File: config.mk
export PLATFORM = sky130hd
export DESIGN_NAME = imm_gen
export DESIGN_NICKNAME = d
export VERILOG_FILES = /design/src/verilog/mem_pkg.sv /design/src/verilog/cpu_pkg.sv /design/src/verilog/imm_gen.sv
export SDC_FILE = /design/constraint.sdc
export NUM_CORES = 1
export LEC_CHECK = 0
export ABC_CLOCK_PERIOD_IN_PS = 2400
export BUFFER_PORTS_ARGS = -buffer_cell sky130_fd_sc_hd__buf_2
export CAP_MARGIN = 20
export CORE_MARGIN = 2
export CORE_UTILIZATION = 34
export DETAILED_ROUTE_END_ITERATION = 12
export GPL_TIMING_DRIVEN = 0
export PLACE_DENSITY_LB_ADDON = 0.1
export SYNTH_ARGS = -nofsm -noshare
export SYNTH_HDL_FRONTEND = slang
export SYNTH_SLANG_ARGS = --single-unit
File: constraint.sdc
create_clock -name vclk -period 2.4
set_clock_uncertainty 0.2 [all_clocks]
set_input_delay 0.72 -clock vclk [all_inputs]
set_output_delay 0.72 -clock vclk [all_outputs]
set_load 0.01 [all_outputs]
File: src/verilog/mem_pkg.sv
`default_nettype none

package mem_pkg;

    // encodings match funct3[1:0] of loads and stores
    typedef enum logic [1:0] {
        SIZE_BYTE = 2'b00,
        SIZE_HALF = 2'b01,
        SIZE_WORD = 2'b10
    } size_e;

    // word address, the RAM keeps only its low bits
    typedef struct packed {
        logic [29:0] addr;
        logic [3:0]  we;
        logic [31:0] wdata;
        logic        re;
    } dmem_req_t;

endpackage

`default_nettype wire

File: src/verilog/cpu_pkg.sv
`default_nettype none

package cpu_pkg;

    typedef logic [31:0] xlen_t;
    typedef logic [4:0]  reg_addr_t;

    // supported RV32I major opcodes
    typedef enum logic [6:0] {
        OPC_LUI    = 7'b0110111,
        OPC_AUIPC  = 7'b0010111,
        OPC_JAL    = 7'b1101111,
        OPC_JALR   = 7'b1100111,
        OPC_BRANCH = 7'b1100011,
        OPC_LOAD   = 7'b0000011,
        OPC_STORE  = 7'b0100011,
        OPC_OP_IMM = 7'b0010011,
        OPC_OP     = 7'b0110011
    } opcode_e;

    typedef enum logic [3:0] {
        ALU_ADD,
        ALU_SUB,
        ALU_SLL,
        ALU_SLT,
        ALU_SLTU,
        ALU_XOR,
        ALU_SRL,
        ALU_SRA,
        ALU_OR,
        ALU_AND,
        ALU_COPY_B
    } alu_op_e;

    // BR_JUMP covers both JAL and JALR
    typedef enum logic [2:0] {
        BR_NONE,
        BR_EQ,
        BR_NE,
        BR_LT,
        BR_GE,
        BR_LTU,
        BR_GEU,
        BR_JUMP
    } branch_e;

    typedef enum logic [2:0] {
        IMM_I,
        IMM_S,
        IMM_B,
        IMM_U,
        IMM_J
    } imm_sel_e;

    typedef enum logic [1:0] {
        WB_ALU,
        WB_LOAD,
        WB_PC4
    } wb_sel_e;

    // all-zero word is a no-op
    typedef struct packed {
        alu_op_e         alu_op;
        logic            a_is_pc;
        logic            b_is_imm;
        branch_e         branch;
        logic            jalr;
        imm_sel_e        imm_sel;
        logic            reg_we;
        wb_sel_e         wb_sel;
        logic            mem_read;
        logic            mem_write;
        mem_pkg::size_e  mem_size;
        logic            load_unsigned;
    } ctrl_t;

    // one retired instruction, data is zero when we is clear
    typedef struct packed {
        logic       valid;
        xlen_t      pc;
        reg_addr_t  rd;
        logic       we;
        xlen_t      data;
    } commit_t;

endpackage

`default_nettype wire

File: src/verilog/imm_gen.sv
`timescale 1ns/10ps
`default_nettype none

module imm_gen (
    input  cpu_pkg::xlen_t    inst,
    input  cpu_pkg::imm_sel_e imm_sel,
    output cpu_pkg::xlen_t    imm
);

    always_comb begin
        case (imm_sel)
            cpu_pkg::IMM_I: imm = {{20{inst[31]}}, inst[31:20]};
            cpu_pkg::IMM_S: imm = {{20{inst[31]}}, inst[31:25], inst[11:7]};
            // branch offsets are in half words
            cpu_pkg::IMM_B: imm = {{19{inst[31]}}, inst[31], inst[7], inst[30:25],
                                   inst[11:8], 1'b0};
            cpu_pkg::IMM_U: imm = {inst[31:12], 12'd0};
            cpu_pkg::IMM_J: imm = {{11{inst[31]}}, inst[31], inst[19:12], inst[20],
                                   inst[30:21], 1'b0};
            default:        imm = '0;
        endcase
    end

endmodule

`default_nettype wire

# Yosys cells after proc, flatten, opt, wreduce, memory -nomap -nowiden
# Index checks and enable logic that the tools add are counted.
[word_totals]
regBits = 0
in_bits = 35
output_inout_bits = 32
[classes]
n_eq_ne = 4
mux = 1
reduce_logical = 1
[op_table]
columns = ["op", "count"]
rows = [
  ["one-hot mux 32 bit (5 select lines)", 1],
  ["equality test 3 x 2 -> 1 bit (second input constant)", 2],
  ["equality test 3 x 1 -> 1 bit (second input constant)", 1],
  ["equality test 3 bit (second input constant)", 1],
  ["zero test 3 bit", 1],
]

# Longest topological paths before layout
[logic_depth]
word_depth = 2
mapped_depth = 5
ltp_nobuf = 3

# Worst setup path after synthesis
# Ideal clock, no wire load.
[synth_path]
path_type = "input -> output"
from = "input port imm_sel[1]"
to = "output port imm[20]"
arrival_time_ps = 1545
t_required_ps = 1480
slack_ps = -65
path_stages = 5
path_buffers = 2
cell_sequence = "buf_6 maj3_2 nand2b_4 buf_6 nand2_1"
[synth_between]
elab_chain_len = 2
[synth_lines]
columns = ["element", "line_no", "rtl"]
rows = [
  ["start: declaration", "imm_gen.sv:6", "input cpu_pkg::imm_sel_e imm_sel,"],
  ["equality test 3 bit (tied with other cells)", "imm_gen.sv:11", "case (imm_sel)"],
  ["one-hot mux 32 bit (5 select lines) *", "imm_gen.sv:11", ""],
  ["end: declaration", "imm_gen.sv:7", "output cpu_pkg::xlen_t imm"],
]
# Every way passes the cells marked *; elsewhere a longest branch is shown, timed or not.

# Worst setup path after layout
[layout_path]
from = "input port imm_sel[0]"
to = "output port imm[24]"
# Same word-level chain as after synthesis.

==> run summary <==
status: finished with violations
failing checks: setup timing
drt total wl: 3.56 mm
layout cell share with drive strength beyond 1: 79.4%
# fillers: 56
Fmax: 0.388 GHz
IO buf count: 58
register area share after synthesis: 0%
top-area cell type share of the netlist area: 15.7%
placement row count: 14
via/cell ratio: 5.90
ant diodes: 0
Hold WC Path Type: in -> out
Hold WS: 1.55 ns
Final #Nets: 202
Layout clock buffers: 0
pwr dens: 228 nW/um^2
hpwl dp: 1.39 mm
# IOs: 67
Setup TNS: -3.69 ns
core area: 1510 um^2
syn_nets: 129
final setup violation count: 30
first-pass GRT wire length: 4.48 mm
WS Path Type: in -> out
Synth top cells by count: nand2_1, a21oi_1, o22ai_1
DRC viols: 0
crit path to: imm[24]
Tcrit/Tclk final: 108%
post-route antenna net violation count: 0
Setup crit start: imm_sel[0]
initial antenna violation count: 0
FF+latch area: 0 um^2
placed insts: 168
Post-Syn Area per Cell: 5.75 um^2
Synth Warn #: 0
wire length per cell: 19.7 um
initial drt markers: 60
die area: 1920 um^2
max-cap viol count: 0
Period minus WS final: 2.58 ns
post-synth top area cell: a21oi_1
Final Max Slew Viols: 0
Final Wtd Congestion: 0.684
largest net degree at the start of global routing: 11
Distinct cells, synth: 20
Clk network pwr share: 0%
Hold Fails Final Rpt: 0
seq_cells: 0
synthesized instance count: 94
worst endpoint required time: 1.48 ns
die width: 43.9 um
Crit. End Element: output port
most common cell in the netlist: nand2_1
leakage power total: 0.733 nW
Pre-antenna DRT Iters: 4
maximum VDD drop: 0.000147 V
fin cells: 181
max_slew headroom: 66.9%
Tightest Pin Transition: 0.497 ns
DR vias: 1068
die height: 43.9 um
hold buffers post-CTS: 0
combinational share of power: 100.0%
sequential share of power: 0%
Starting Density: 35.9%
Crit path arrival time: 1.66 ns
internal power: 0.166 mW
final worst slack: -0.180 ns
Sw Share: 47.7%
GRT Total Usage: 30.1%
synthesized area: 541 um^2
RSZ-0062 raised after global routing: true
Worst setup SP type: input port
reported net switching power: 0.152 mW
vias in the first global route: 935
grt ovf: 0
Area growth syn-to-layout: 158%
Worst Path Max Fanout: 5
largest cells by area after synthesis: a21oi_1, nand2_1, o22ai_1, mux2_2, nor2b_1
## power by group through the flow
stage | Clock, mW | Combinational (mW) | Sequential [mW]
3_5_place_dp | 0 | 0.186 | 0
3_3_place_gp | 0 | 0.183 | 0
4_1_cts | 0 | 0.276 | 0
6_report | 0 | 0.317 | 0
5_1_grt | 0 | 0.330 | 0
2_1_floorplan | 0 | 0.111 | 0
## layer usage
metal	part of all wire, %	GRT usage (%)
met5	0	0
met4	2.7	7.27
met3	6.5	3.33
met2	53	50.9
met1	38	40.5
## metrics by stage
step                power (mW)  setup WS (ns)  area, um^2  utilization, %
finish                   0.317         -0.180        1400            92.6
floorplan                0.111        -0.0600         566               -
detailed placement       0.186         -0.255         876            58.1
global route             0.330         -0.202        1400            92.6
global placement         0.183         -0.247         876            58.1
CTS                      0.276         -0.142        1290            85.8
## layout make-up
type / count / area [um^2] / share of cell area [%]
multi-input combinational: 78 / 694 / 49.8
timing repair buffer: 72 / 543 / 38.9
tap: 16 / 20.0 / 1.43
inverter: 5 / 18.8 / 1.35
buffer: 10 / 119 / 8.52
## worst min-delay path by stage
| stage | end | depth (start not counted) | start | slack, ns |
|---|---|---|---|---|
| 2_1_floorplan | imm[26] | 2 | inst[26] | 1.35 |
| 3_3_place_gp | imm[26] | 4 | inst[26] | 1.52 |
| 3_5_place_dp | imm[26] | 4 | inst[26] | 1.53 |
| 4_1_cts | imm[28] | 4 | inst[28] | 1.52 |
| 5_1_grt | imm[26] | 4 | inst[26] | 1.57 |
| 6_report | imm[29] | 4 | inst[29] | 1.55 |
## cell families after synthesis
family | share of synthesized area (%)
fa+ha+maj | 2.08
compound gates | 32.2
simple gates | 39.4
buf+inv | 16.2
mux | 10.2
## layout by cell type (no fill, tap or decap), types with 2 or more instances in the layout
cell type / n
nand2_1: 11
buf_12: 2
buf_2: 47
nand2_4: 8
and2b_1: 2
o22ai_1: 9
nor2b_1: 2
buf_16: 2
buf_6: 20
buf_8: 4
mux2_4: 4
a21oi_2: 17
o22ai_2: 3
buf_4: 5
inv_1: 5
nand2_2: 3
nor2b_4: 3
nand2b_4: 6
nor2b_2: 2
## critical path: stages
cell      delay [ns]
buf_8           0.11
maj3_2          0.33
nand2b_4        0.19
buf_8           0.15
nand2_4         0.06
buf_6           0.10
## timing repair
action,in CTS,in global routing
pin swaps,20,7
setup buffers,7,1
setup endpoints to repair,26,31
resized for setup,74,24
gates cloned,5,1
(Power assumes the default switching activity.)
