[config.mk]
export PLATFORM = sky130hd
export DESIGN_NAME = mem_align
export DESIGN_NICKNAME = d
export VERILOG_FILES = /design/src/verilog/mem_pkg.sv /design/src/verilog/cpu_pkg.sv /design/src/verilog/mem_align.sv
export SDC_FILE = /design/constraint.sdc
export NUM_CORES = 1
export LEC_CHECK = 0
export BUFFER_PORTS_ARGS = -buffer_cell sky130_fd_sc_hd__buf_2
export CAP_MARGIN = 40
export CORE_AREA = 3 3 85 87
export DETAILED_ROUTE_END_ITERATION = 10
export DIE_AREA = 0 0 88 90
export PLACE_DENSITY_LB_ADDON = 0.15
export SYNTH_ARGS = -nofsm -noshare
export SYNTH_HDL_FRONTEND = slang
export SYNTH_SLANG_ARGS = --single-unit
[constraint.sdc]
create_clock -name vclk -period 2.3
set_clock_uncertainty 0.05 [all_clocks]
set_input_delay 0.575 -clock vclk [all_inputs]
set_output_delay 0.575 -clock vclk [all_outputs]
set_load 0.05 [all_outputs]
[src/verilog/mem_pkg.sv]
`default_nettype none

package mem_pkg;

    // encodings match funct3[1:0] of loads and stores
    typedef enum logic [1:0] {
        SIZE_BYTE = 2'b00,
        SIZE_HALF = 2'b01,
        SIZE_WORD = 2'b10
    } size_e;

    // word address, the RAM keeps only its low bits
    typedef struct packed {
        logic [29:0] addr;
        logic [3:0]  we;
        logic [31:0] wdata;
        logic        re;
    } dmem_req_t;

endpackage

`default_nettype wire

[src/verilog/cpu_pkg.sv]
`default_nettype none

package cpu_pkg;

    typedef logic [31:0] xlen_t;
    typedef logic [4:0]  reg_addr_t;

    // supported RV32I major opcodes
    typedef enum logic [6:0] {
        OPC_LUI    = 7'b0110111,
        OPC_AUIPC  = 7'b0010111,
        OPC_JAL    = 7'b1101111,
        OPC_JALR   = 7'b1100111,
        OPC_BRANCH = 7'b1100011,
        OPC_LOAD   = 7'b0000011,
        OPC_STORE  = 7'b0100011,
        OPC_OP_IMM = 7'b0010011,
        OPC_OP     = 7'b0110011
    } opcode_e;

    typedef enum logic [3:0] {
        ALU_ADD,
        ALU_SUB,
        ALU_SLL,
        ALU_SLT,
        ALU_SLTU,
        ALU_XOR,
        ALU_SRL,
        ALU_SRA,
        ALU_OR,
        ALU_AND,
        ALU_COPY_B
    } alu_op_e;

    // BR_JUMP covers both JAL and JALR
    typedef enum logic [2:0] {
        BR_NONE,
        BR_EQ,
        BR_NE,
        BR_LT,
        BR_GE,
        BR_LTU,
        BR_GEU,
        BR_JUMP
    } branch_e;

    typedef enum logic [2:0] {
        IMM_I,
        IMM_S,
        IMM_B,
        IMM_U,
        IMM_J
    } imm_sel_e;

    typedef enum logic [1:0] {
        WB_ALU,
        WB_LOAD,
        WB_PC4
    } wb_sel_e;

    // all-zero word is a no-op
    typedef struct packed {
        alu_op_e         alu_op;
        logic            a_is_pc;
        logic            b_is_imm;
        branch_e         branch;
        logic            jalr;
        imm_sel_e        imm_sel;
        logic            reg_we;
        wb_sel_e         wb_sel;
        logic            mem_read;
        logic            mem_write;
        mem_pkg::size_e  mem_size;
        logic            load_unsigned;
    } ctrl_t;

    // one retired instruction, data is zero when we is clear
    typedef struct packed {
        logic       valid;
        xlen_t      pc;
        reg_addr_t  rd;
        logic       we;
        xlen_t      data;
    } commit_t;

endpackage

`default_nettype wire

[src/verilog/mem_align.sv]
`timescale 1ns/10ps
`default_nettype none

module mem_align (
    input  logic                x_valid,
    input  cpu_pkg::ctrl_t      x_ctrl,
    input  cpu_pkg::xlen_t      addr,
    input  cpu_pkg::xlen_t      store_data,
    output mem_pkg::dmem_req_t  req,
    input  mem_pkg::size_e      w_size,
    input  logic                w_unsigned,
    input  logic [1:0]          w_offset,
    input  cpu_pkg::xlen_t      rdata,
    output cpu_pkg::xlen_t      load_data
);

    logic [3:0]      lanes;
    cpu_pkg::xlen_t  lane_data;
    cpu_pkg::xlen_t  shifted;

    // replicate the store value so every lane carries it
    always_comb begin
        case (x_ctrl.mem_size)
            mem_pkg::SIZE_BYTE: begin
                lanes     = 4'b0001 << addr[1:0];
                lane_data = {4{store_data[7:0]}};
            end
            mem_pkg::SIZE_HALF: begin
                lanes     = 4'b0011 << {addr[1], 1'b0};
                lane_data = {2{store_data[15:0]}};
            end
            default: begin
                lanes     = 4'b1111;
                lane_data = store_data;
            end
        endcase
    end

    always_comb begin
        req.addr  = addr[31:2];
        req.we    = (x_valid && x_ctrl.mem_write) ? lanes : 4'b0000;
        req.wdata = lane_data;
        req.re    = x_valid && x_ctrl.mem_read;
    end

    // addressed lane down to bit 0
    assign shifted = rdata >> {w_offset, 3'b000};

    always_comb begin
        case (w_size)
            mem_pkg::SIZE_BYTE: load_data = {{24{!w_unsigned && shifted[7]}}, shifted[7:0]};
            mem_pkg::SIZE_HALF: load_data = {{16{!w_unsigned && shifted[15]}}, shifted[15:0]};
            default:            load_data = rdata;
        endcase
    end

endmodule

`default_nettype wire

# == Word level (Yosys, flattened, before mapping) ==
# Cells that the tools add are included.
# totals
regBits,0
out_inout_bits,99
# classes
n_eq_ne,2
muxes,4
reduce_logical,7
shifts,3
# ops
operator,count
$pmux W32 S2,2
$shr A32 B5 Y16,1
$pmux W4 S2,1
$eq A2 B1 Y1 const B,2
$logic_and A1 B1 Y1,4
$logic_not A2 Y1,2
$mux W4,1
$shl A1 B2 Y4 const A,1
$shl A2 B2 Y4 const A,1
$logic_not A1 Y1,1

# == Logic depth before layout (Yosys ltp) ==
# depth
ltp_word,3
mapped_depth,5

# == Least setup slack after synthesis ==
# No wires, ideal clock.
# synth_timing
kind,input-to-output
from,in w_offset[0]
to,out load_data[12]
path_stages,5
arrival_ps,2522
slack_ps,-847
path_buffers,2
cell_sequence,clkbuf_1 clkbuf_1 nand3b_1 o211a_1 o31ai_1
# synth_via
elab_chain_len,3
# synth_rtl
element,line_no,rtl
start: declaration,mem_align.sv:12,"input logic [1:0] w_offset,"
$shr A32 B5 Y16 *,mem_align.sv:47,"assign shifted = rdata >> {w_offset, 3'b000};"
$logic_and A1 B1 Y1,mem_align.sv:51,"mem_pkg::SIZE_BYTE: load_data = {{24{!w_unsigned && shifted[7]}}, shifted[7:0]};"
$pmux W32 S2 *,mem_align.sv:50,case (w_size)
end: declaration,mem_align.sv:14,output cpu_pkg::xlen_t load_data
# Every way passes the cells marked *; elsewhere a longest branch is shown, timed or not.

# == Worst setup path after layout ==
# layout_timing
from,in rdata[31]
to,out load_data[20]
# layout_via
elab_chain_len,3
word_cells_on_any_way,4
# layout_rtl
element,line_no,rtl
start: declaration,mem_align.sv:13,"input cpu_pkg::xlen_t rdata,"
$shr A32 B5 Y16 *,mem_align.sv:47,
$logic_and A1 B1 Y1 (on tied branches),"mem_align.sv:52, mem_align.sv:51",
$pmux W32 S2 *,mem_align.sv:50,
# Marks and branches as above.

==> results_dict.tcl <==
set metrics [dict create \
    outcome "finished with violations" \
    violations "negative setup slack" \
    area_growth_pct 86.6 \
    period_needed_ns 2.61 \
    dieWidth_um 88 \
    grt_pass1_vias 1943 \
    startpoint "rdata[31]" \
    route.detailed.drc 0 \
    ys_types 27 \
    dp_slack_ns -0.371 \
    start_util_pct 22.4 \
    postSynthNetCount 332 \
    drt_pass1_iterations 4 \
    critical_path.endpoint "load_data[20]" \
    synth-compound-area-share_pct 31.1 \
    row_count 29 \
    final_cell_mix "112 x buf_2, 37 x nand2_1, 30 x buf_4" \
    yosys.area_share.adder_pct 0 \
    synth-xor-area-share_pct 0 \
    antenna_found_initial 0 \
    track_usage_pct 14.9 \
    setup_viol 30 \
    crit_chain "buf_2 > mux4_2 > a221oi_4 > buf_4 > buf_12 > o21ai_2 > buf_6" \
    critPathSlowestCell "mux4_2" \
    grt_max_degree 24 \
    nClkBuffers 0 \
    final_layout_size_suffix_gt1_share_pct 74.1 \
    wl_per_cell_um 15.4 \
    final-seq-area_um2 0 \
    drtAntennaViolNets 0 \
    critPathTopFamily "buffers and inverters" \
    tns_ns -6.08 \
    arrival_ns 1.99 \
    finalHoldViolCount 0 \
    vias_per_cell 4.73 \
    antennaDiodeCount 0 \
    maxCapViolCount 0 \
    worst_slack_ns -0.313 \
    tightest_slew_ns 0.370 \
    io_buffer_count 145 \
    totalWireLength_um 6230 \
    cp.depth 7 \
    critPathRequiredTime_ns 1.67 \
    irDropWorstVdd_v 0.000144 \
    synth.cell_area_um2 1440 \
    synth-simple-area-share_pct 16.9 \
    finalCritPeriodShare_pct 114 \
    max_stage_delay_ns 0.51 \
    rsz0062_at_grt "yes" \
    gp_congestion 0.783 \
    drv_slew 0 \
    overflow 0 \
    design.seq.count 0 \
    drt_iter0_markers 38 \
    nets 453 \
    crit_type "in -> out" \
    ios 222 \
    crit_path_start_kind "input port" \
    vias 1915 \
    critical_path_buf_inv_count 4 \
    min_path_type "in -> out" \
    dieHeight_um 90 \
    p_total_uw 956 \
    synth_cells 209 \
    fp.coreArea_um2 6420 \
    place_hpwl_um 5090 \
    critical_path_peak_fanout 8 \
    postCtsHoldBufs 0 \
    slew_headroom_pct 75.3 \
    cp-end-kind "output pin" \
    fin_util_pct 41.7 \
    synth_area_per_cell_um2 6.87 \
    layout.cells.most_common "buf_2" \
    dieArea_um2 7920 \
    powerDensity_nw_per_um2 357 \
    max_freq_ghz 0.383 \
    grt_pass1_wl_um 9860 \
    yosysWarnings 0 \
    leakagePower_uw 0.00135 \
    muxShareOfSynthArea_pct 25.3 \
    ys_seq_area_share_pct 0 \
    synth_top_family_by_area "compound AO/OA/AOI/OAI gates" \
]
synth_stat cells:
library cell / number / area [um^2]
o2bb2ai_1: 6 / 52.6
o211a_1: 7 / 70.1
nand3b_1: 7 / 52.6
a22o_1: 6 / 52.6
o21ai_1: 10 / 50.1
mux4_2: 1 / 22.5
inv_1: 5 / 18.8
nor2_1: 3 / 11.3
clkinv_1: 1 / 3.75
nor2b_1: 2 / 12.5
o21ai_0: 17 / 85.1
mux2i_1: 15 / 150
a2bb2oi_1: 2 / 17.5
o31ai_1: 7 / 52.6
buf_4: 38 / 285
a211oi_1: 1 / 7.51
clkbuf_1: 14 / 52.6
and2_1: 1 / 6.26
nand2b_1: 1 / 6.26
nand3_1: 1 / 5.00
a21oi_1: 5 / 25.0
buf_6: 2 / 22.5
a221oi_4: 1 / 26.3
o21bai_1: 1 / 7.51
mux2_2: 17 / 191
nand2_1: 37 / 139
and4b_1: 1 / 10.0
cell families after synthesis:
kind of cell,after synthesis
buffers and inverters,60
AO/OA/AOI/OAI,63
AND/OR/NAND/NOR,53
multiplexers,33
power by group:
group | switching (uW) | leakage [uW] | internal, uW
sequential | 0 | 0 | 0
combinational | 610 | 0.00135 | 345
clock | 0 | 0 | 0
total | 610 | 0.00135 | 345
repair_timing:
action	4_1_cts	5_1_grt
endpoints found under the setup margin	32	32
gates resized for setup	70	6
buffers inserted	3	0
gates cloned	1	0
pin swaps	2	7
through the flow:
| stage | hold slack [ns] | area [um^2] | std cells |
|---|---|---|---|
| 2_1_floorplan | 1.27 | 1710 | 209 |
| 3_3_place_gp | 1.10 | 2410 | 403 |
| 3_5_place_dp | 1.10 | 2410 | 403 |
| 4_1_cts | 1.10 | 2680 | 406 |
| 5_1_grt | 1.10 | 2680 | 405 |
| 6_report | 1.10 | 2680 | 405 |
layer usage:
metal | up-vias | global-route usage, % | wire length, um
li1 | 956 | - | -
met1 | 861 | 20.5 | 2730
met5 | - | 0 | 0
met2 | 94 | 25.6 | 3000
met3 | 4 | 2.01 | 493
met4 | 0 | 0.384 | 9
how the worst min path moves through the flow:
| stage | slack, ns | cells after the start | end | start |
|---|---|---|---|---|
| floorplan | 1.27 | 1 | req[1] | store_data[0] |
| global placement | 1.10 | 0 | req[40] | addr[5] |
| detailed placement | 1.10 | 0 | req[40] | addr[5] |
| CTS | 1.10 | 0 | req[40] | addr[5] |
| global route | 1.10 | 0 | req[65] | addr[30] |
| finish | 1.10 | 0 | req[57] | addr[22] |
final cells by class:
cell class | instances | area, um^2
fill | 686 | 3740
tap | 77 | 96.3
inverter | 6 | 22.5
timing repair buffer | 173 | 1190
multi-input combinational | 149 | 1380
(Power assumes the default switching activity.)
