`src/verilog/mem_pkg.sv`:
```
`default_nettype none

package mem_pkg;

    // encodings match funct3[1:0] of loads and stores
    typedef enum logic [1:0] {
        SIZE_BYTE = 2'b00,
        SIZE_HALF = 2'b01,
        SIZE_WORD = 2'b10
    } size_e;

    // word address, the RAM keeps only its low bits
    typedef struct packed {
        logic [29:0] addr;
        logic [3:0]  we;
        logic [31:0] wdata;
        logic        re;
    } dmem_req_t;

endpackage

`default_nettype wire

```
`src/verilog/cpu_pkg.sv`:
```
`default_nettype none

package cpu_pkg;

    typedef logic [31:0] xlen_t;
    typedef logic [4:0]  reg_addr_t;

    // supported RV32I major opcodes
    typedef enum logic [6:0] {
        OPC_LUI    = 7'b0110111,
        OPC_AUIPC  = 7'b0010111,
        OPC_JAL    = 7'b1101111,
        OPC_JALR   = 7'b1100111,
        OPC_BRANCH = 7'b1100011,
        OPC_LOAD   = 7'b0000011,
        OPC_STORE  = 7'b0100011,
        OPC_OP_IMM = 7'b0010011,
        OPC_OP     = 7'b0110011
    } opcode_e;

    typedef enum logic [3:0] {
        ALU_ADD,
        ALU_SUB,
        ALU_SLL,
        ALU_SLT,
        ALU_SLTU,
        ALU_XOR,
        ALU_SRL,
        ALU_SRA,
        ALU_OR,
        ALU_AND,
        ALU_COPY_B
    } alu_op_e;

    // BR_JUMP covers both JAL and JALR
    typedef enum logic [2:0] {
        BR_NONE,
        BR_EQ,
        BR_NE,
        BR_LT,
        BR_GE,
        BR_LTU,
        BR_GEU,
        BR_JUMP
    } branch_e;

    typedef enum logic [2:0] {
        IMM_I,
        IMM_S,
        IMM_B,
        IMM_U,
        IMM_J
    } imm_sel_e;

    typedef enum logic [1:0] {
        WB_ALU,
        WB_LOAD,
        WB_PC4
    } wb_sel_e;

    // all-zero word is a no-op
    typedef struct packed {
        alu_op_e         alu_op;
        logic            a_is_pc;
        logic            b_is_imm;
        branch_e         branch;
        logic            jalr;
        imm_sel_e        imm_sel;
        logic            reg_we;
        wb_sel_e         wb_sel;
        logic            mem_read;
        logic            mem_write;
        mem_pkg::size_e  mem_size;
        logic            load_unsigned;
    } ctrl_t;

    // one retired instruction, data is zero when we is clear
    typedef struct packed {
        logic       valid;
        xlen_t      pc;
        reg_addr_t  rd;
        logic       we;
        xlen_t      data;
    } commit_t;

endpackage

`default_nettype wire

```
`src/verilog/controller.sv`:
```
`timescale 1ns/10ps
`default_nettype none

module controller (
    input  cpu_pkg::xlen_t  inst,
    output cpu_pkg::ctrl_t  ctrl
);

    cpu_pkg::opcode_e  opcode;
    logic [2:0]        funct3;

    assign opcode = cpu_pkg::opcode_e'(inst[6:0]);
    assign funct3 = inst[14:12];

    // alt selects SUB or SRA
    function automatic cpu_pkg::alu_op_e alu_decode(input logic [2:0] f3, input logic alt);
        cpu_pkg::alu_op_e op;
        case (f3)
            3'b000:  op = alt ? cpu_pkg::ALU_SUB : cpu_pkg::ALU_ADD;
            3'b001:  op = cpu_pkg::ALU_SLL;
            3'b010:  op = cpu_pkg::ALU_SLT;
            3'b011:  op = cpu_pkg::ALU_SLTU;
            3'b100:  op = cpu_pkg::ALU_XOR;
            3'b101:  op = alt ? cpu_pkg::ALU_SRA : cpu_pkg::ALU_SRL;
            3'b110:  op = cpu_pkg::ALU_OR;
            default: op = cpu_pkg::ALU_AND;
        endcase
        return op;
    endfunction

    always_comb begin
        ctrl = '0;
        case (opcode)
            cpu_pkg::OPC_LUI: begin
                ctrl.alu_op   = cpu_pkg::ALU_COPY_B;
                ctrl.b_is_imm = 1'b1;
                ctrl.imm_sel  = cpu_pkg::IMM_U;
                ctrl.reg_we   = 1'b1;
            end
            cpu_pkg::OPC_AUIPC: begin
                ctrl.a_is_pc  = 1'b1;
                ctrl.b_is_imm = 1'b1;
                ctrl.imm_sel  = cpu_pkg::IMM_U;
                ctrl.reg_we   = 1'b1;
            end
            cpu_pkg::OPC_JAL: begin
                ctrl.a_is_pc  = 1'b1;
                ctrl.b_is_imm = 1'b1;
                ctrl.imm_sel  = cpu_pkg::IMM_J;
                ctrl.branch   = cpu_pkg::BR_JUMP;
                ctrl.reg_we   = 1'b1;
                ctrl.wb_sel   = cpu_pkg::WB_PC4;
            end
            cpu_pkg::OPC_JALR: begin
                ctrl.b_is_imm = 1'b1;
                ctrl.branch   = cpu_pkg::BR_JUMP;
                ctrl.jalr     = 1'b1;
                ctrl.reg_we   = 1'b1;
                ctrl.wb_sel   = cpu_pkg::WB_PC4;
            end
            cpu_pkg::OPC_BRANCH: begin
                // ALU forms pc + imm, comparator decides
                ctrl.a_is_pc  = 1'b1;
                ctrl.b_is_imm = 1'b1;
                ctrl.imm_sel  = cpu_pkg::IMM_B;
                case (funct3)
                    3'b000:  ctrl.branch = cpu_pkg::BR_EQ;
                    3'b001:  ctrl.branch = cpu_pkg::BR_NE;
                    3'b100:  ctrl.branch = cpu_pkg::BR_LT;
                    3'b101:  ctrl.branch = cpu_pkg::BR_GE;
                    3'b110:  ctrl.branch = cpu_pkg::BR_LTU;
                    3'b111:  ctrl.branch = cpu_pkg::BR_GEU;
                    default: ctrl.branch = cpu_pkg::BR_NONE;
                endcase
            end
            cpu_pkg::OPC_LOAD: begin
                ctrl.b_is_imm      = 1'b1;
                ctrl.reg_we        = 1'b1;
                ctrl.wb_sel        = cpu_pkg::WB_LOAD;
                ctrl.mem_read      = 1'b1;
                ctrl.mem_size      = mem_pkg::size_e'(funct3[1:0]);
                ctrl.load_unsigned = funct3[2];
            end
            cpu_pkg::OPC_STORE: begin
                ctrl.b_is_imm  = 1'b1;
                ctrl.imm_sel   = cpu_pkg::IMM_S;
                ctrl.mem_write = 1'b1;
                ctrl.mem_size  = mem_pkg::size_e'(funct3[1:0]);
            end
            cpu_pkg::OPC_OP_IMM: begin
                // inst[30] only means SRAI here
                ctrl.alu_op   = alu_decode(funct3, inst[30] && (funct3 == 3'b101));
                ctrl.b_is_imm = 1'b1;
                ctrl.reg_we   = 1'b1;
            end
            cpu_pkg::OPC_OP: begin
                ctrl.alu_op = alu_decode(funct3, inst[30]);
                ctrl.reg_we = 1'b1;
            end
            default: ctrl = '0;
        endcase
    end

endmodule

`default_nettype wire

```
`config.mk`:
```
export PLATFORM = sky130hd
export DESIGN_NAME = controller
export DESIGN_NICKNAME = d
export VERILOG_FILES = /design/src/verilog/mem_pkg.sv /design/src/verilog/cpu_pkg.sv /design/src/verilog/controller.sv
export SDC_FILE = /design/constraint.sdc
export NUM_CORES = 1
export LEC_CHECK = 0
export BUFFER_PORTS_ARGS = -buffer_cell sky130_fd_sc_hd__buf_2
export CAP_MARGIN = 15
export CORE_UTILIZATION = 30
export DETAILED_ROUTE_END_ITERATION = 16
export PLACE_DENSITY_LB_ADDON = 0.12
export SLEW_MARGIN = 30
export SYNTH_ARGS = -nofsm -noshare
export SYNTH_HDL_FRONTEND = slang
export SYNTH_SLANG_ARGS = --single-unit
```
`constraint.sdc`:
```
create_clock -name vclk -period 1.4
set_clock_uncertainty 0.2 [all_clocks]
set_input_delay 0.28 -clock vclk [all_inputs]
set_output_delay 0.28 -clock vclk [all_outputs]
set_load 0.02 [all_outputs]
```
Word level (Yosys, flattened, before mapping). Index checks and enable logic that the tools add are counted.

Bits in registers: 0. Output and inout bits: 21. Word-level logic and storage cells: 43.

Equal/unequal tests: 16. Muxes and demuxes: 19. Reductions and logical operators: 8.

Operators by type and width (number): $pmux 4 s7 (2); $eq 7x6->1 const B (3); $eq 7x7->1 const B (3); $pmux 3 s6 (1); $eq 7x5->1 const B (2); $eq 3x3->1 const B (4); $pmux 3 s4 (1); $pmux 4 s3 (1); $mux 1 (11); $reduce_or 8->1 (1); $eq 7x2->1 const B (1); $reduce_or 7->1 (1); $eq 3x2->1 const B (2); $pmux 3 s2 (1); $reduce_or 2->1 (3); $pmux 2 s2 (1); $eq 3x1->1 const B (1); $logic_not 3->1 (1); $reduce_or 3->1 (1); $mux 2 (1); $logic_and 1x1->1 (1).

Logic depth before layout (Yosys ltp).
Word-level depth: 5. Gate-level depth with buffers: 5. Depth with buffers taken out: 3.

Worst setup path before layout. OpenSTA, ideal clock, no wires.

Kind: in2out. Start point: in inst[5]. End point: out ctrl[16] (netlist name). Data arrival time: 1276 ps. Data required time: 920 ps. Path slack: -356 ps. Stages: 5. Buffers on the path: 2. Cells stage by stage: buf_4 -> and3b_1 -> buf_6 -> a22oi_1 -> o21ai_0.

RTL lines: from (decl) (line controller.sv:5) `input cpu_pkg::xlen_t inst,`; to (decl) (line controller.sv:6) `output cpu_pkg::ctrl_t ctrl`.

==> results.toml <==
[final_layout]
fillers = 74
finish.utilization_pct = 84.8
diodes = 0
seq_cells = 0
num-nets-final = 155
num-clock-buffers = 0
drive_above_1_share_pct = 84.3
area_delta_synth_final_pct = 160
regArea_um2 = 0

[power_and_ir_drop]
irDropWorstVdd_mv = 0.192
power.density_mw_per_mm2 = 232
p_total_mw = 0.300
p_leak_nw = 0.560

[global_routing]
use_met3_pct = 1.70
grt_use_met1_pct = 30.9
grt_antenna_before_repair = 0
grt_max_degree = 13
top_usage_layer = "met2"
grt_pass1_vias = 747
globalRouteMet2Util_pct = 45.5
grt_usage_pct = 24.6
grt_pass1_wl_um = 3560
grt_overflow = 0

[synthesis]
syn_area_um2 = 497
synth_common_cells = "nor2_1, nand2_1, o21ai_0"
synth_seq_area_share_pct = 0
synth_top_area_cell = "mux2i_1"
yosysWarnings = 0
syn_nets = 100
yosysTopAreaCellShare_pct = 6.05
synth_area_per_cell_um2 = 7.30
yosysMostFrequentCell = "nor2_1"
ys_types = 33
syn_inst = 68
yosys-top-cells-area = "mux2i_1, nand4bb_4, a211oi_2"

[timing]
clock.fmax_ghz = 0.595
min_period_ns = 1.68
final-setup-viol-count = 21
slew_violations = 0
tightest_slew_ns = 0.397
max_slew_margin_pct = 73.2
whs_ns = 0.711
finalSetupTns_ns = -4.74
finalWorstSetupSlack_ns = -0.280
rsz0062_at_grt = "true"
hold_viol = 0
period_share_pct = 120

[die]
die-width_um = 42.7
boundaryPins = 53
core-area_mm2 = 0.00152
die_area_mm2 = 0.00182
initial_core_util_pct = 32.6
die-height_um = 42.7
rows = 14

[routing]
wl_per_cell_um = 16.9
wl_um = 2320
routed_via_density = 5.56
dr.pass1.iters = 4
drt.antenna.violating_nets = 0
remaining_drc_errors = 0
drt_iter0_drc = 10
dr_total_vias = 762

[worst_hold_path]
hold_path_end = "ctrl[17]"
hp-start = "inst[12]"
hold_depth = 3
hold_class = "in -> out"

[worst_setup_path]
critical_path_peak_fanout = 4
crit_type = "in -> out"
cp.required_ns = 0.92
critPathLaunchType = "primary input"
cp-end-kind = "output port"
crit_arrival_ns = 1.20

[placement]
place.gp.congestion = 0.741
hpwl_um = 1320
io_buffers = 32

[status]
failed_checks = "setup timing"
status = "finished, violations left"

[run]
drv_cap = 0
[where the power goes]
group | leakage, nW | total [mW] | switching (mW) | internal (mW)
Clock | 0 | 0 | 0 | 0
Combinational | 0.560 | 0.300 | 0.151 | 0.149
Sequential | 0 | 0 | 0 | 0
Total | 0.560 | 0.300 | 0.151 | 0.149
[how the worst max path moves through the flow]
stage | slack [ns] | start | to | cells past startpoint
5_1_grt | -0.31 | inst[2] | ctrl[0] | 5
2_1_floorplan | -0.19 | inst[3] | ctrl[0] | 3
3_3_place_gp | -0.34 | inst[6] | ctrl[16] | 6
3_5_place_dp | -0.34 | inst[4] | ctrl[12] | 6
6_report | -0.28 | inst[2] | ctrl[0] | 5
4_1_cts | -0.27 | inst[4] | ctrl[12] | 6
[layout by cell type (no fill, tap or decap), types with 3 or more instances in the layout]
cell	Yosys	routed
inv_1	4	3
nor4_4	1	3
buf_4	2	25
nand2_1	5	3
a211oi_4	0	3
buf_6	1	27
nor2_4	0	3
buf_8	0	4
and2b_2	1	3
o21ai_0	5	3
[logic make-up (layout without fill, tap and decap cells)]
kind of cell	count (synthesis)	in the layout	share of synthesized area, %
buffers and inverters	11	64	12.3
multiplexers	3	3	6.05
AND/OR/NAND/NOR	35	35	52.6
XOR/XNOR	1	1	1.76
AO/OA/AOI/OAI	18	18	27.2
[per-stage QoR]
step | area [um^2] | worst slack, ns | cells
floorplan | 663 | -0.185 | 68
global placement | 938 | -0.336 | 132
detailed placement | 938 | -0.341 | 132
CTS | 1220 | -0.271 | 135
global route | 1290 | -0.312 | 137
finish | 1290 | -0.280 | 137
[routing by layer]
metal | part of all wire (%) | routed length [um] | up-vias
met5 | 0 | 0 | -
met4 | 2.4 | 55 | 0
met3 | 4.2 | 97 | 6
met2 | 52 | 1200 | 29
met1 | 42 | 965 | 372
li1 | - | - | 355
[layout make-up]
type	instances	area (um^2)	area share, %
Inverter	4	15.0	1.16
Multi-Input combinational cell	57	668	51.7
Tap cell	16	20.0	1.55
Timing Repair Buffer	60	589	45.6
[timing repair]
item,CTS,global route
gates resized for setup,71,15
hold buffers,0,0
pin swaps,12,6
endpoints found under the setup margin,21,21
buffers inserted,3,2
[critical path: stages]
cell       delay [ns]
buf_8            0.11
nand4bb_4        0.29
nor4_4           0.22
and2_4           0.19
buf_6            0.11
Power figures use the tool's default switching activity.
