==> config.mk <==
export PLATFORM = sky130hd
export DESIGN_NAME = execute_unit
export DESIGN_NICKNAME = d
export VERILOG_FILES = /design/src/verilog/mem_pkg.sv /design/src/verilog/cpu_pkg.sv /design/src/verilog/execute_unit.sv
export SDC_FILE = /design/constraint.sdc
export NUM_CORES = 1
export LEC_CHECK = 0
export ABC_AREA = 0
export BUFFER_PORTS_ARGS = -buffer_cell sky130_fd_sc_hd__buf_2
export CAP_MARGIN = 20
export CORE_ASPECT_RATIO = 1.4
export CORE_MARGIN = 2
export CORE_UTILIZATION = 35
export DETAILED_ROUTE_END_ITERATION = 6
export PLACE_DENSITY = 0.65
export SETUP_SLACK_MARGIN = 0.05
export SLEW_MARGIN = 20
export SYNTH_ARGS = -nofsm -noshare
export SYNTH_HDL_FRONTEND = slang
export SYNTH_SLANG_ARGS = --single-unit
==> constraint.sdc <==
create_clock -name vclk -period 6
set_input_delay 0.3 -clock vclk [all_inputs]
set_output_delay 0.3 -clock vclk [all_outputs]
set_load 0.005 [all_outputs]
==> src/verilog/mem_pkg.sv <==
`default_nettype none

package mem_pkg;

    // encodings match funct3[1:0] of loads and stores
    typedef enum logic [1:0] {
        SIZE_BYTE = 2'b00,
        SIZE_HALF = 2'b01,
        SIZE_WORD = 2'b10
    } size_e;

    // word address, the RAM keeps only its low bits
    typedef struct packed {
        logic [29:0] addr;
        logic [3:0]  we;
        logic [31:0] wdata;
        logic        re;
    } dmem_req_t;

endpackage

`default_nettype wire

==> src/verilog/cpu_pkg.sv <==
`default_nettype none

package cpu_pkg;

    typedef logic [31:0] xlen_t;
    typedef logic [4:0]  reg_addr_t;

    // supported RV32I major opcodes
    typedef enum logic [6:0] {
        OPC_LUI    = 7'b0110111,
        OPC_AUIPC  = 7'b0010111,
        OPC_JAL    = 7'b1101111,
        OPC_JALR   = 7'b1100111,
        OPC_BRANCH = 7'b1100011,
        OPC_LOAD   = 7'b0000011,
        OPC_STORE  = 7'b0100011,
        OPC_OP_IMM = 7'b0010011,
        OPC_OP     = 7'b0110011
    } opcode_e;

    typedef enum logic [3:0] {
        ALU_ADD,
        ALU_SUB,
        ALU_SLL,
        ALU_SLT,
        ALU_SLTU,
        ALU_XOR,
        ALU_SRL,
        ALU_SRA,
        ALU_OR,
        ALU_AND,
        ALU_COPY_B
    } alu_op_e;

    // BR_JUMP covers both JAL and JALR
    typedef enum logic [2:0] {
        BR_NONE,
        BR_EQ,
        BR_NE,
        BR_LT,
        BR_GE,
        BR_LTU,
        BR_GEU,
        BR_JUMP
    } branch_e;

    typedef enum logic [2:0] {
        IMM_I,
        IMM_S,
        IMM_B,
        IMM_U,
        IMM_J
    } imm_sel_e;

    typedef enum logic [1:0] {
        WB_ALU,
        WB_LOAD,
        WB_PC4
    } wb_sel_e;

    // all-zero word is a no-op
    typedef struct packed {
        alu_op_e         alu_op;
        logic            a_is_pc;
        logic            b_is_imm;
        branch_e         branch;
        logic            jalr;
        imm_sel_e        imm_sel;
        logic            reg_we;
        wb_sel_e         wb_sel;
        logic            mem_read;
        logic            mem_write;
        mem_pkg::size_e  mem_size;
        logic            load_unsigned;
    } ctrl_t;

    // one retired instruction, data is zero when we is clear
    typedef struct packed {
        logic       valid;
        xlen_t      pc;
        reg_addr_t  rd;
        logic       we;
        xlen_t      data;
    } commit_t;

endpackage

`default_nettype wire

==> src/verilog/execute_unit.sv <==
`timescale 1ns/10ps
`default_nettype none

module execute_unit (
    input  cpu_pkg::xlen_t     x_pc,
    input  cpu_pkg::xlen_t     x_rs1_val,
    input  cpu_pkg::xlen_t     x_rs2_val,
    input  cpu_pkg::xlen_t     x_imm,
    input  cpu_pkg::reg_addr_t x_rs1,
    input  cpu_pkg::reg_addr_t x_rs2,
    input  cpu_pkg::ctrl_t     x_ctrl,
    input  logic               w_fwd_en,
    input  cpu_pkg::reg_addr_t w_rd,
    input  cpu_pkg::xlen_t     w_data,
    output cpu_pkg::xlen_t     alu_result,
    output cpu_pkg::xlen_t     store_data,
    output cpu_pkg::xlen_t     target,
    output logic               redirect
);

    logic            fwd_ok;
    cpu_pkg::xlen_t  rs1_val;
    cpu_pkg::xlen_t  rs2_val;
    cpu_pkg::xlen_t  op_a;
    cpu_pkg::xlen_t  op_b;
    logic [4:0]      shamt;
    logic            br_eq;
    logic            br_lt;
    logic            br_ltu;

    // W result replaces a stale operand
    assign fwd_ok  = w_fwd_en && (w_rd != 5'd0);
    assign rs1_val = (fwd_ok && w_rd == x_rs1) ? w_data : x_rs1_val;
    assign rs2_val = (fwd_ok && w_rd == x_rs2) ? w_data : x_rs2_val;

    assign op_a  = x_ctrl.a_is_pc ? x_pc : rs1_val;
    assign op_b  = x_ctrl.b_is_imm ? x_imm : rs2_val;
    assign shamt = op_b[4:0];

    always_comb begin
        case (x_ctrl.alu_op)
            cpu_pkg::ALU_SUB:    alu_result = op_a - op_b;
            cpu_pkg::ALU_SLL:    alu_result = op_a << shamt;
            cpu_pkg::ALU_SLT:    alu_result = {31'd0, $signed(op_a) < $signed(op_b)};
            cpu_pkg::ALU_SLTU:   alu_result = {31'd0, op_a < op_b};
            cpu_pkg::ALU_XOR:    alu_result = op_a ^ op_b;
            cpu_pkg::ALU_SRL:    alu_result = op_a >> shamt;
            cpu_pkg::ALU_SRA:    alu_result = $signed(op_a) >>> shamt;
            cpu_pkg::ALU_OR:     alu_result = op_a | op_b;
            cpu_pkg::ALU_AND:    alu_result = op_a & op_b;
            cpu_pkg::ALU_COPY_B: alu_result = op_b;
            default:             alu_result = op_a + op_b;
        endcase
    end

    // branch comparator on the forwarded register values
    assign br_eq  = rs1_val == rs2_val;
    assign br_lt  = $signed(rs1_val) < $signed(rs2_val);
    assign br_ltu = rs1_val < rs2_val;

    always_comb begin
        case (x_ctrl.branch)
            cpu_pkg::BR_EQ:   redirect = br_eq;
            cpu_pkg::BR_NE:   redirect = !br_eq;
            cpu_pkg::BR_LT:   redirect = br_lt;
            cpu_pkg::BR_GE:   redirect = !br_lt;
            cpu_pkg::BR_LTU:  redirect = br_ltu;
            cpu_pkg::BR_GEU:  redirect = !br_ltu;
            cpu_pkg::BR_JUMP: redirect = 1'b1;
            default:          redirect = 1'b0;
        endcase
    end

    assign target     = x_ctrl.jalr ? {alu_result[31:1], 1'b0} : alu_result;
    assign store_data = rs2_val;

endmodule

`default_nettype wire

# After elaboration in Yosys (flattened, before gate mapping)
# Index checks and enable logic that the tools add are counted.
# W data, S select, Z words.
# classes
n_addsub	2
n_lt_le_gt_ge	4
n_eq_ne	20
shifts	3
muxes	7
bitwise_logic	3
n_reduce_logical	7
# op_table
operator	n
$pmux W32 S10	1
$lt A32 B32 Y1	4
$mux W32	4
$add A32 B32 Y32	1
$and A32 B32 Y32	1
$eq A32 B32 Y1	1
$or A32 B32 Y32	1
$shl A32 B5 Y32	1
$shr A32 B5 Y32	1
$sshr A32 B5 Y32	1
$sub A32 B32 Y32	1
$xor A32 B32 Y32	1
$eq A4 B3 Y1 const B	4
$eq A3 B3 Y1 const B	4
$eq A4 B4 Y1 const B	3
$eq A5 B5 Y1	2
$eq A4 B2 Y1 const B	2
$pmux W1 S7	1
$eq A3 B2 Y1 const B	2
$reduce_bool A5 Y1	1
$eq A4 B1 Y1 const B	1
$eq A3 B1 Y1 const B	1
$logic_and A1 B1 Y1	3
$logic_not A1 Y1	3
$mux W1	1
# word_totals
reg_bits	0
out_inout_bits	97
word_cells	46

# Longest topological paths before layout
# Gate-level depths: netlist of the first run.
# depth
word_depth	8
depth_mapped	24

# Least setup slack after synthesis of the first run
# Ideal clock, no wire load.
# synth_timing
path_kind	input-to-output
startpoint	input w_rd[2]
endpoint	output target[31]
t_arrival_ns	5.588
t_required_ns	5.700
setup_slack_ns	0.112
cell_stages	22
path_cell_list	buf_2 > xnor2_1 > nand4_1 > nor2_1 > clkbuf_1 > buf_1 > mux2_2 > mux2i_1 > inv_1 > ha_1 > clkbuf_1 > inv_1 > o31ai_1 > o21ai_0 > o211ai_1 > a31oi_1 > o41ai_1 > a211o_1 > and3_1 > a41oi_1 > o211ai_1 > buf_4
# synth_via
elab_chain_len	7
elab_cells_between_ends	19
cone_classes	2 x add/sub; 2 x eq/ne; 3 x shift; 5 x mux; 3 x bitwise; 4 x reduce/logical
# synth_lines
element	line_no	text
start: declaration	execute_unit.sv:13	input cpu_pkg::reg_addr_t w_rd,
$reduce_bool A5 Y1	execute_unit.sv:32	assign fwd_ok = w_fwd_en && (w_rd != 5'd0);
$logic_and A1 B1 Y1	execute_unit.sv:32	
$logic_and A1 B1 Y1 (*)	execute_unit.sv:34	assign rs2_val = (fwd_ok && w_rd == x_rs2) ? w_data : x_rs2_val;
$mux W32 (*)	execute_unit.sv:34	
named net store_data[11]	execute_unit.sv:16	output cpu_pkg::xlen_t store_data,
$mux W32 (*)	execute_unit.sv:37	assign op_b = x_ctrl.b_is_imm ? x_imm : rs2_val;
$add A32 B32 Y32 / $sub A32 B32 Y32 (equally long branches)	execute_unit.sv:52, execute_unit.sv:42	
$pmux W32 S10 (*)	execute_unit.sv:41	case (x_ctrl.alu_op)
end: declaration	execute_unit.sv:17	output cpu_pkg::xlen_t target,
# The timed path passes the listed nets; every way through them passes the cells marked *.

# Final worst setup path of the first run
# layout_timing
startpoint	input w_rd[3]
endpoint	output target[29]
# layout_via
elab_chain_len	7
elab_cells_between_ends	19
cone_classes	2 x add/sub; 2 x eq/ne; 3 x shift; 5 x mux; 3 x bitwise; 4 x reduce/logical
# layout_lines
element	line_no	text
$reduce_bool A5 Y1	execute_unit.sv:32	
$logic_and A1 B1 Y1	execute_unit.sv:32	
$logic_and A1 B1 Y1 (on tied branches)	execute_unit.sv:33, execute_unit.sv:34	
$mux W32 (on tied branches)	execute_unit.sv:33, execute_unit.sv:34	
$mux W32 (on tied branches)	execute_unit.sv:36, execute_unit.sv:37	
$add A32 B32 Y32, or another cell as far along	execute_unit.sv:52	default: alu_result = op_a + op_b;
$pmux W32 S10 (*)	execute_unit.sv:41	
# Every way passes the cells marked *; elsewhere a longest branch is shown, timed or not.

==> run_results.csv, run 1 <==
group,metric,value,unit
layout,fin_nets,2296,
yosys,synth_top_cell_area_share,13.6,%
floorplan,die_h,222,µm
power,clockPowerShare,0,%
timing,relSlewSlack,39.2,%
global_routing,met3_usage,4.11,%
power,seqPwrFrac,0,%
floorplan,core,33400,µm²
yosys,synth_area_leaders,"ha_1 14%, mux2i_1 12%, mux2_2 8.0%, a21oi_1 5.4%, nor2_1 4.6%",
setup_path,startpoint_type,"primary input",
yosys,syn_area,11900,µm²
route,wl_per_cell,26.5,µm
yosys,synthTopCellsByCount,"147 x nor2_1, 143 x mux2i_1, 129 x a21oi_1, 129 x ha_1, 123 x nand2_1",
global_routing,grt_max_degree,61,
route,route.detailed.drc,0,
setup_path,crit_fanout,26,
layout,seq_cell_count,0,
layout,clock_buffers,0,
yosys,ys_types,86,
floorplan,chipWidth,160,µm
timing,rsz0062_at_grt,"false",
global_routing,grt-busiest-layer,"met2",
global_routing,gr-usage-all-layers,34.2,%
setup_path,cp.required,5.70,ns
timing,setup_viol,0,
route,via_per_inst,6.33,
floorplan,start_util,35.6,%
yosys,yosysSeqAreaShare,0,%
route,wirelength,63900,µm
setup_path,crit_path_start,"w_rd[3]",
timing,period_minus_slack,5.71,ns
run_status,status,"completed",
setup_path,cpPeakStageDelay,0.57,ns
timing,fmax,175,MHz
yosys,avgSynthCellArea,6.96,µm²
yosys,synth_top_area_cell,"ha_1",
hold_path,hp-class,"primary input to primary output",
flow_run,cap_violations,0,
place,place_congestion,1.04,
setup_path,cp_common_cell,"buf_4",
route,ant_nets,0,
setup_path,arrival,5.41,ns
layout,instances_no_fill,2411,
yosys,syn_inst,1710,
yosys,synth_most_common_cell,"nor2_1",
place,detailed_place_hpwl,52700,µm
power,p_switching,1190,µW
global_routing,antenna_found_initial,1,
clocking,hold_buffers,0,
floorplan,rows,79,
route,drt_iter0_drc,1688,
layout,syn2layout_area_growth,18.5,%
place,io_buffers,283,
place,place_inst,2411,
timing,finalHoldViolations,0,
setup_path,path_class,"primary input to primary output",
timing,tightest_slew,0.902,ns
route,first_pass_iters,7,
global_routing,met2_usage,61.2,%
power,pwr-share-comb,100.0,%
power,power.density,137,nW/µm²
power,p_leak,0.00676,µW
power,p_int,736,µW
timing,fin_crit_sh,95.1,%
floorplan,io_pins,294,
power,peakVddDrop,0.0537,mV
setup_path,path_cells,"buf_2, or4_4, o211a_4, buf_4, and4_1, a221o_1, ha_1, buf_4, nor2_1, nand2_1, o211a_1, o32ai_1, buf_4, o211ai_1, a31o_2, o21a_1, or2_2, o221a_2, o211ai_1, buf_2",
layout,antenna_cells,0,
yosys,yosysWarnings,0,
timing,fin_tns_setup,0,ns
setup_path,crit_slowest_cell,"or4_4",
power,sw_frac_of_total,61.8,%
yosys,syn_nets,2038,
global_routing,grt_use_met1,39.1,%
layout,seqCellArea,0,µm²
layout,drive_gt1_share,28.0,%
hold_path,min_from,"x_ctrl[11]",
route,via_count,15300,
floorplan,die-area,35500,µm²
global_routing,grt_pass1_vias,14600,
timing,slew_violations,0,
global_routing,grt_pass1_wl,93000,µm
global_routing,overflow,0,
setup_path,cp-end-kind,"primary output",
==> placed cells by master, fill, tap and decap left out, types with 5 or more instances in the layout <==
cell type and count:
inv_1 104, a21o_1 28, xnor2_1 22, a221o_1 32, nor2_1 145, o22ai_1 18
ha_1 129, a2111oi_0 5, and3_1 6, a221oi_1 30, and2_1 10, and4_1 28
a22oi_1 24, buf_4 126, a21oi_1 129, o31ai_1 10, nand3_1 25, buf_2 283
mux2_2 85, nor3_1 32, nor2b_1 36, a211oi_1 21, nand2b_1 19, a31oi_1 18
o21bai_1 22, inv_2 15, nand4_1 18, o211ai_1 26, o21a_1 12, o21ai_0 99
o221ai_1 23, mux2i_1 143, or2_2 5, a311oi_2 5, nand2_1 123, or3_1 5
o2111ai_1 9
==> per-layer routing <==
| layer | part of all wire, % | wire (µm) | vias to the layer above |
|---|---|---|---|
| li1 | - | - | 6906 |
| met1 | 36 | 23200 | 7156 |
| met2 | 48 | 30900 | 981 |
| met3 | 8.4 | 5350 | 212 |
| met4 | 7.0 | 4490 | 0 |
| met5 | 0 | 0 | - |
==> power by group through the flow <==
stage / clock network [µW] / logic [µW] / registers [µW]
finish: 0 / 1930 / 0
global route: 0 / 2040 / 0
CTS: 0 / 1870 / 0
detailed placement: 0 / 1860 / 0
global placement: 0 / 1850 / 0
floorplan: 0 / 1170 / 0
==> per-stage QoR <==
stage               utilization (%)  setup WS (ns)  total power, µW  area, µm²  hold slack (ns)
detailed placement             42.2          0.329             1860      14100            0.828
global placement               42.2          0.330             1850      14100            0.827
global route                   42.2          0.127             2040      14100            0.847
floorplan                         -          0.112             1170      11900            0.636
finish                         42.2          0.294             1930      14100            0.826
CTS                            42.2          0.316             1870      14100            0.827
==> kinds of logic (layout without fill, tap and decap cells) <==
kind of cell / after synthesis / after routing / synth area share [%]
buffers and inverters: 276 / 532 / 10.4
XOR/XNOR: 24 / 24 / 1.77
AND/OR/NAND/NOR: 477 / 477 / 19.6
AO/OA/AOI/OAI: 570 / 570 / 33.6
multiplexers: 232 / 232 / 20.7
adder cells (fa/ha/maj): 131 / 131 / 13.9
==> what timing repair did <==
item                                   CTS  global route
setup endpoints to repair                0            10
endpoints found under the hold margin    0             0
resized for setup                        0             2
setup buffers                            0             0
==> final timing paths <==
check,to,slack (ns),depth (start not counted)
min,target[0],0.83,3
max,target[29],0.29,20
==> cell type report <==
| type | count | area [µm²] |
|---|---|---|
| Tap cell | 445 | 557 |
| Timing Repair Buffer | 410 | 2380 |
| Fill cell | 3666 | 19300 |
| Inverter | 122 | 458 |
| Multi-Input combinational cell | 1434 | 10700 |
==> critical path: cells and delay by family <==
kind / cells / cell delay [ns]
and+or+nand+nor: 5 / 1.43
adders and majority gates: 1 / 0.41
AOI/OAI and AO/OA: 9 / 2.38
buffers and inverters: 5 / 0.86
No activity file was read; power rests on OpenSTA's default activity.
==> inputs of run 2 (changes only) <==
--- a/config.mk
+++ b/config.mk
@@ -10,9 +10,9 @@
 export CAP_MARGIN = 20
 export CORE_ASPECT_RATIO = 1.4
 export CORE_MARGIN = 2
-export CORE_UTILIZATION = 35
+export CORE_UTILIZATION = 25
 export DETAILED_ROUTE_END_ITERATION = 6
-export PLACE_DENSITY = 0.65
+export PLACE_DENSITY = 0.52
 export SETUP_SLACK_MARGIN = 0.05
 export SLEW_MARGIN = 20
 export SYNTH_ARGS = -nofsm -noshare
==> run_results.csv, run 2 (synthesis results as in run 1) <==
group,metric,value,unit
run_status,status,"completed",
route,first_pass_iters,6,
timing,hold_ws,0.829,ns
power,p_leak,0.00670,µW
route,wl_met1,26000,µm
place,detailed_place_hpwl,56200,µm
setup_path,startpoint_type,"primary input",
power,power.density,137,nW/µm²
timing,relSlewSlack,40.2,%
layout,final_common_cell,"buf_2",
setup_path,path_cells,"buf_2, or4_4, o211ai_2, nor2_4, buf_4, buf_4, o311a_2, ha_1, a21o_1, a31o_2, a21oi_1, o211a_1, o32ai_1, buf_4, nor2_1, o21bai_1, a21oi_1, o22ai_1, o21ai_0, nand4_1, buf_2",
place,place_congestion,1.01,
global_routing,grt_pass1_wl,97500,µm
route,via_per_inst,5.80,
route,wl_met2,33100,µm
timing,rsz0062_at_grt,"false",
global_routing,gr-usage-all-layers,26.1,%
setup_path,worst_path_dominant_cell_family,"compound AO/OA/AOI/OAI gates",
setup_path,crit_slowest_cell,"or4_4",
timing,fin_crit_sh,95.4,%
place,io_buffers,283,
setup_path,cp-end-kind,"primary output",
flow_run,cap_violations,0,
route,top_layer_used,"met4",
setup_path,cp.required,5.70,ns
power,pwr-share-comb,100.0,%
timing,finalHoldViolations,0,
floorplan,die-area,49400,µm²
power,p_int,729,µW
global_routing,antenna_found_initial,1,
power,peakVddDrop,0.0537,mV
timing,fin_tns_setup,0,ns
layout,syn2layout_area_growth,19.8,%
floorplan,rows,94,
timing,period_minus_slack,5.73,ns
floorplan,core,47000,µm²
route,ant_nets,0,
global_routing,grt_pass1_vias,14600,
route,wl_per_cell,26.3,µm
timing,setup_viol,0,
layout,layout_common_cells,"283 x buf_2, 144 x nor2_1, 143 x mux2i_1",
route,drt_iter0_drc,1364,
route,via_count,15000,
layout,multiInputGateArea,10700,µm²
setup_path,crit_fanout,10,
hold_path,hp-class,"primary input to primary output",
setup_path,crit_path_start,"w_rd[3]",
global_routing,overflow,0,
layout,seqCellArea,0,µm²
power,clockPowerShare,0,%
setup_path,cp_num_cells,21,
timing,slew_violations,0,
floorplan,chipWidth,188,µm
layout,nFillCells,5295,
floorplan,io_pins,294,
layout,drive_gt1_share,27.7,%
power,seqPwrFrac,0,%
route,route.detailed.drc,0,
power,p_switching,1220,µW
setup_path,arrival,5.43,ns
route,wl_met3,4600,µm
layout,postLayoutCoreUtil,30.3,%
layout,clock_buffers,0,
timing,tightest_slew,0.895,ns
layout,fin_nets,2285,
floorplan,die_h,262,µm
setup_path,path_buf_inv,5,
route,wirelength,67900,µm
hold_path,hold-path-cell-count,3,
global_routing,grt_max_degree,61,
clocking,hold_buffers,0,
setup_path,path_class,"primary input to primary output",
floorplan,start_util,25.3,%
layout,seq_cell_count,0,
power,sw_frac_of_total,62.7,%
timing,fmax,175,MHz
setup_path,cp_common_cell,"buf_4",
setup_path,cpPeakStageDelay,0.56,ns
setup_path,worstSetupEndpoint,"target[19]",
-- run 2: stage by stage --
step / cell area (µm²) / instances / setup slack, ns / total power, µW
2_1_floorplan: 11900 / 1710 / 0.112 / 1170
3_3_place_gp: 14200 / 2576 / 0.142 / 1900
3_5_place_dp: 14200 / 2576 / 0.157 / 1900
5_1_grt: 14300 / 2579 / 0.0599 / 2080
6_report: 14300 / 2581 / 0.274 / 1950
4_1_cts: 14200 / 2576 / 0.155 / 1910
-- run 2: area by class of cell --
class / instances / area share (%)
timing repair buffer: 399 / 16.1
inverter: 122 / 3.21
antenna: 2 / 0.0351
tap: 624 / 5.47
multi-input combinational: 1434 / 75.2
-- run 2: worst min path at each step --
stage	startpoint	endpoint	slack (ns)
after floorplan	x_ctrl[11]	target[0]	0.64
after global placement	x_ctrl[11]	target[0]	0.84
after detailed placement	x_ctrl[11]	target[0]	0.83
after CTS	x_ctrl[11]	target[0]	0.83
after global routing	x_ctrl[11]	target[0]	0.86
final	x_ctrl[11]	target[0]	0.83
-- run 2: routing by layer --
metal / global-route usage (%) / vias up
li1: - / 6861
met1: 30.3 / 7166
met2: 46.9 / 793
met3: 2.98 / 154
met4: 12.7 / 0
met5: 0 / -
-- run 2: timing repair --
action / in CTS / in global routing
setup buffers: 0 / 3
gates resized for setup: 0 / 6
hold endpoints to repair: 0 / 0
endpoints found under the setup margin: 0 / 12
-- run 2: power by group through the flow --
stage,logic [µW],registers [µW],clock network (µW)
floorplan,1170,0,0
global placement,1900,0,0
detailed placement,1900,0,0
CTS,1910,0,0
global route,2080,0,0
finish,1950,0,0.0000398
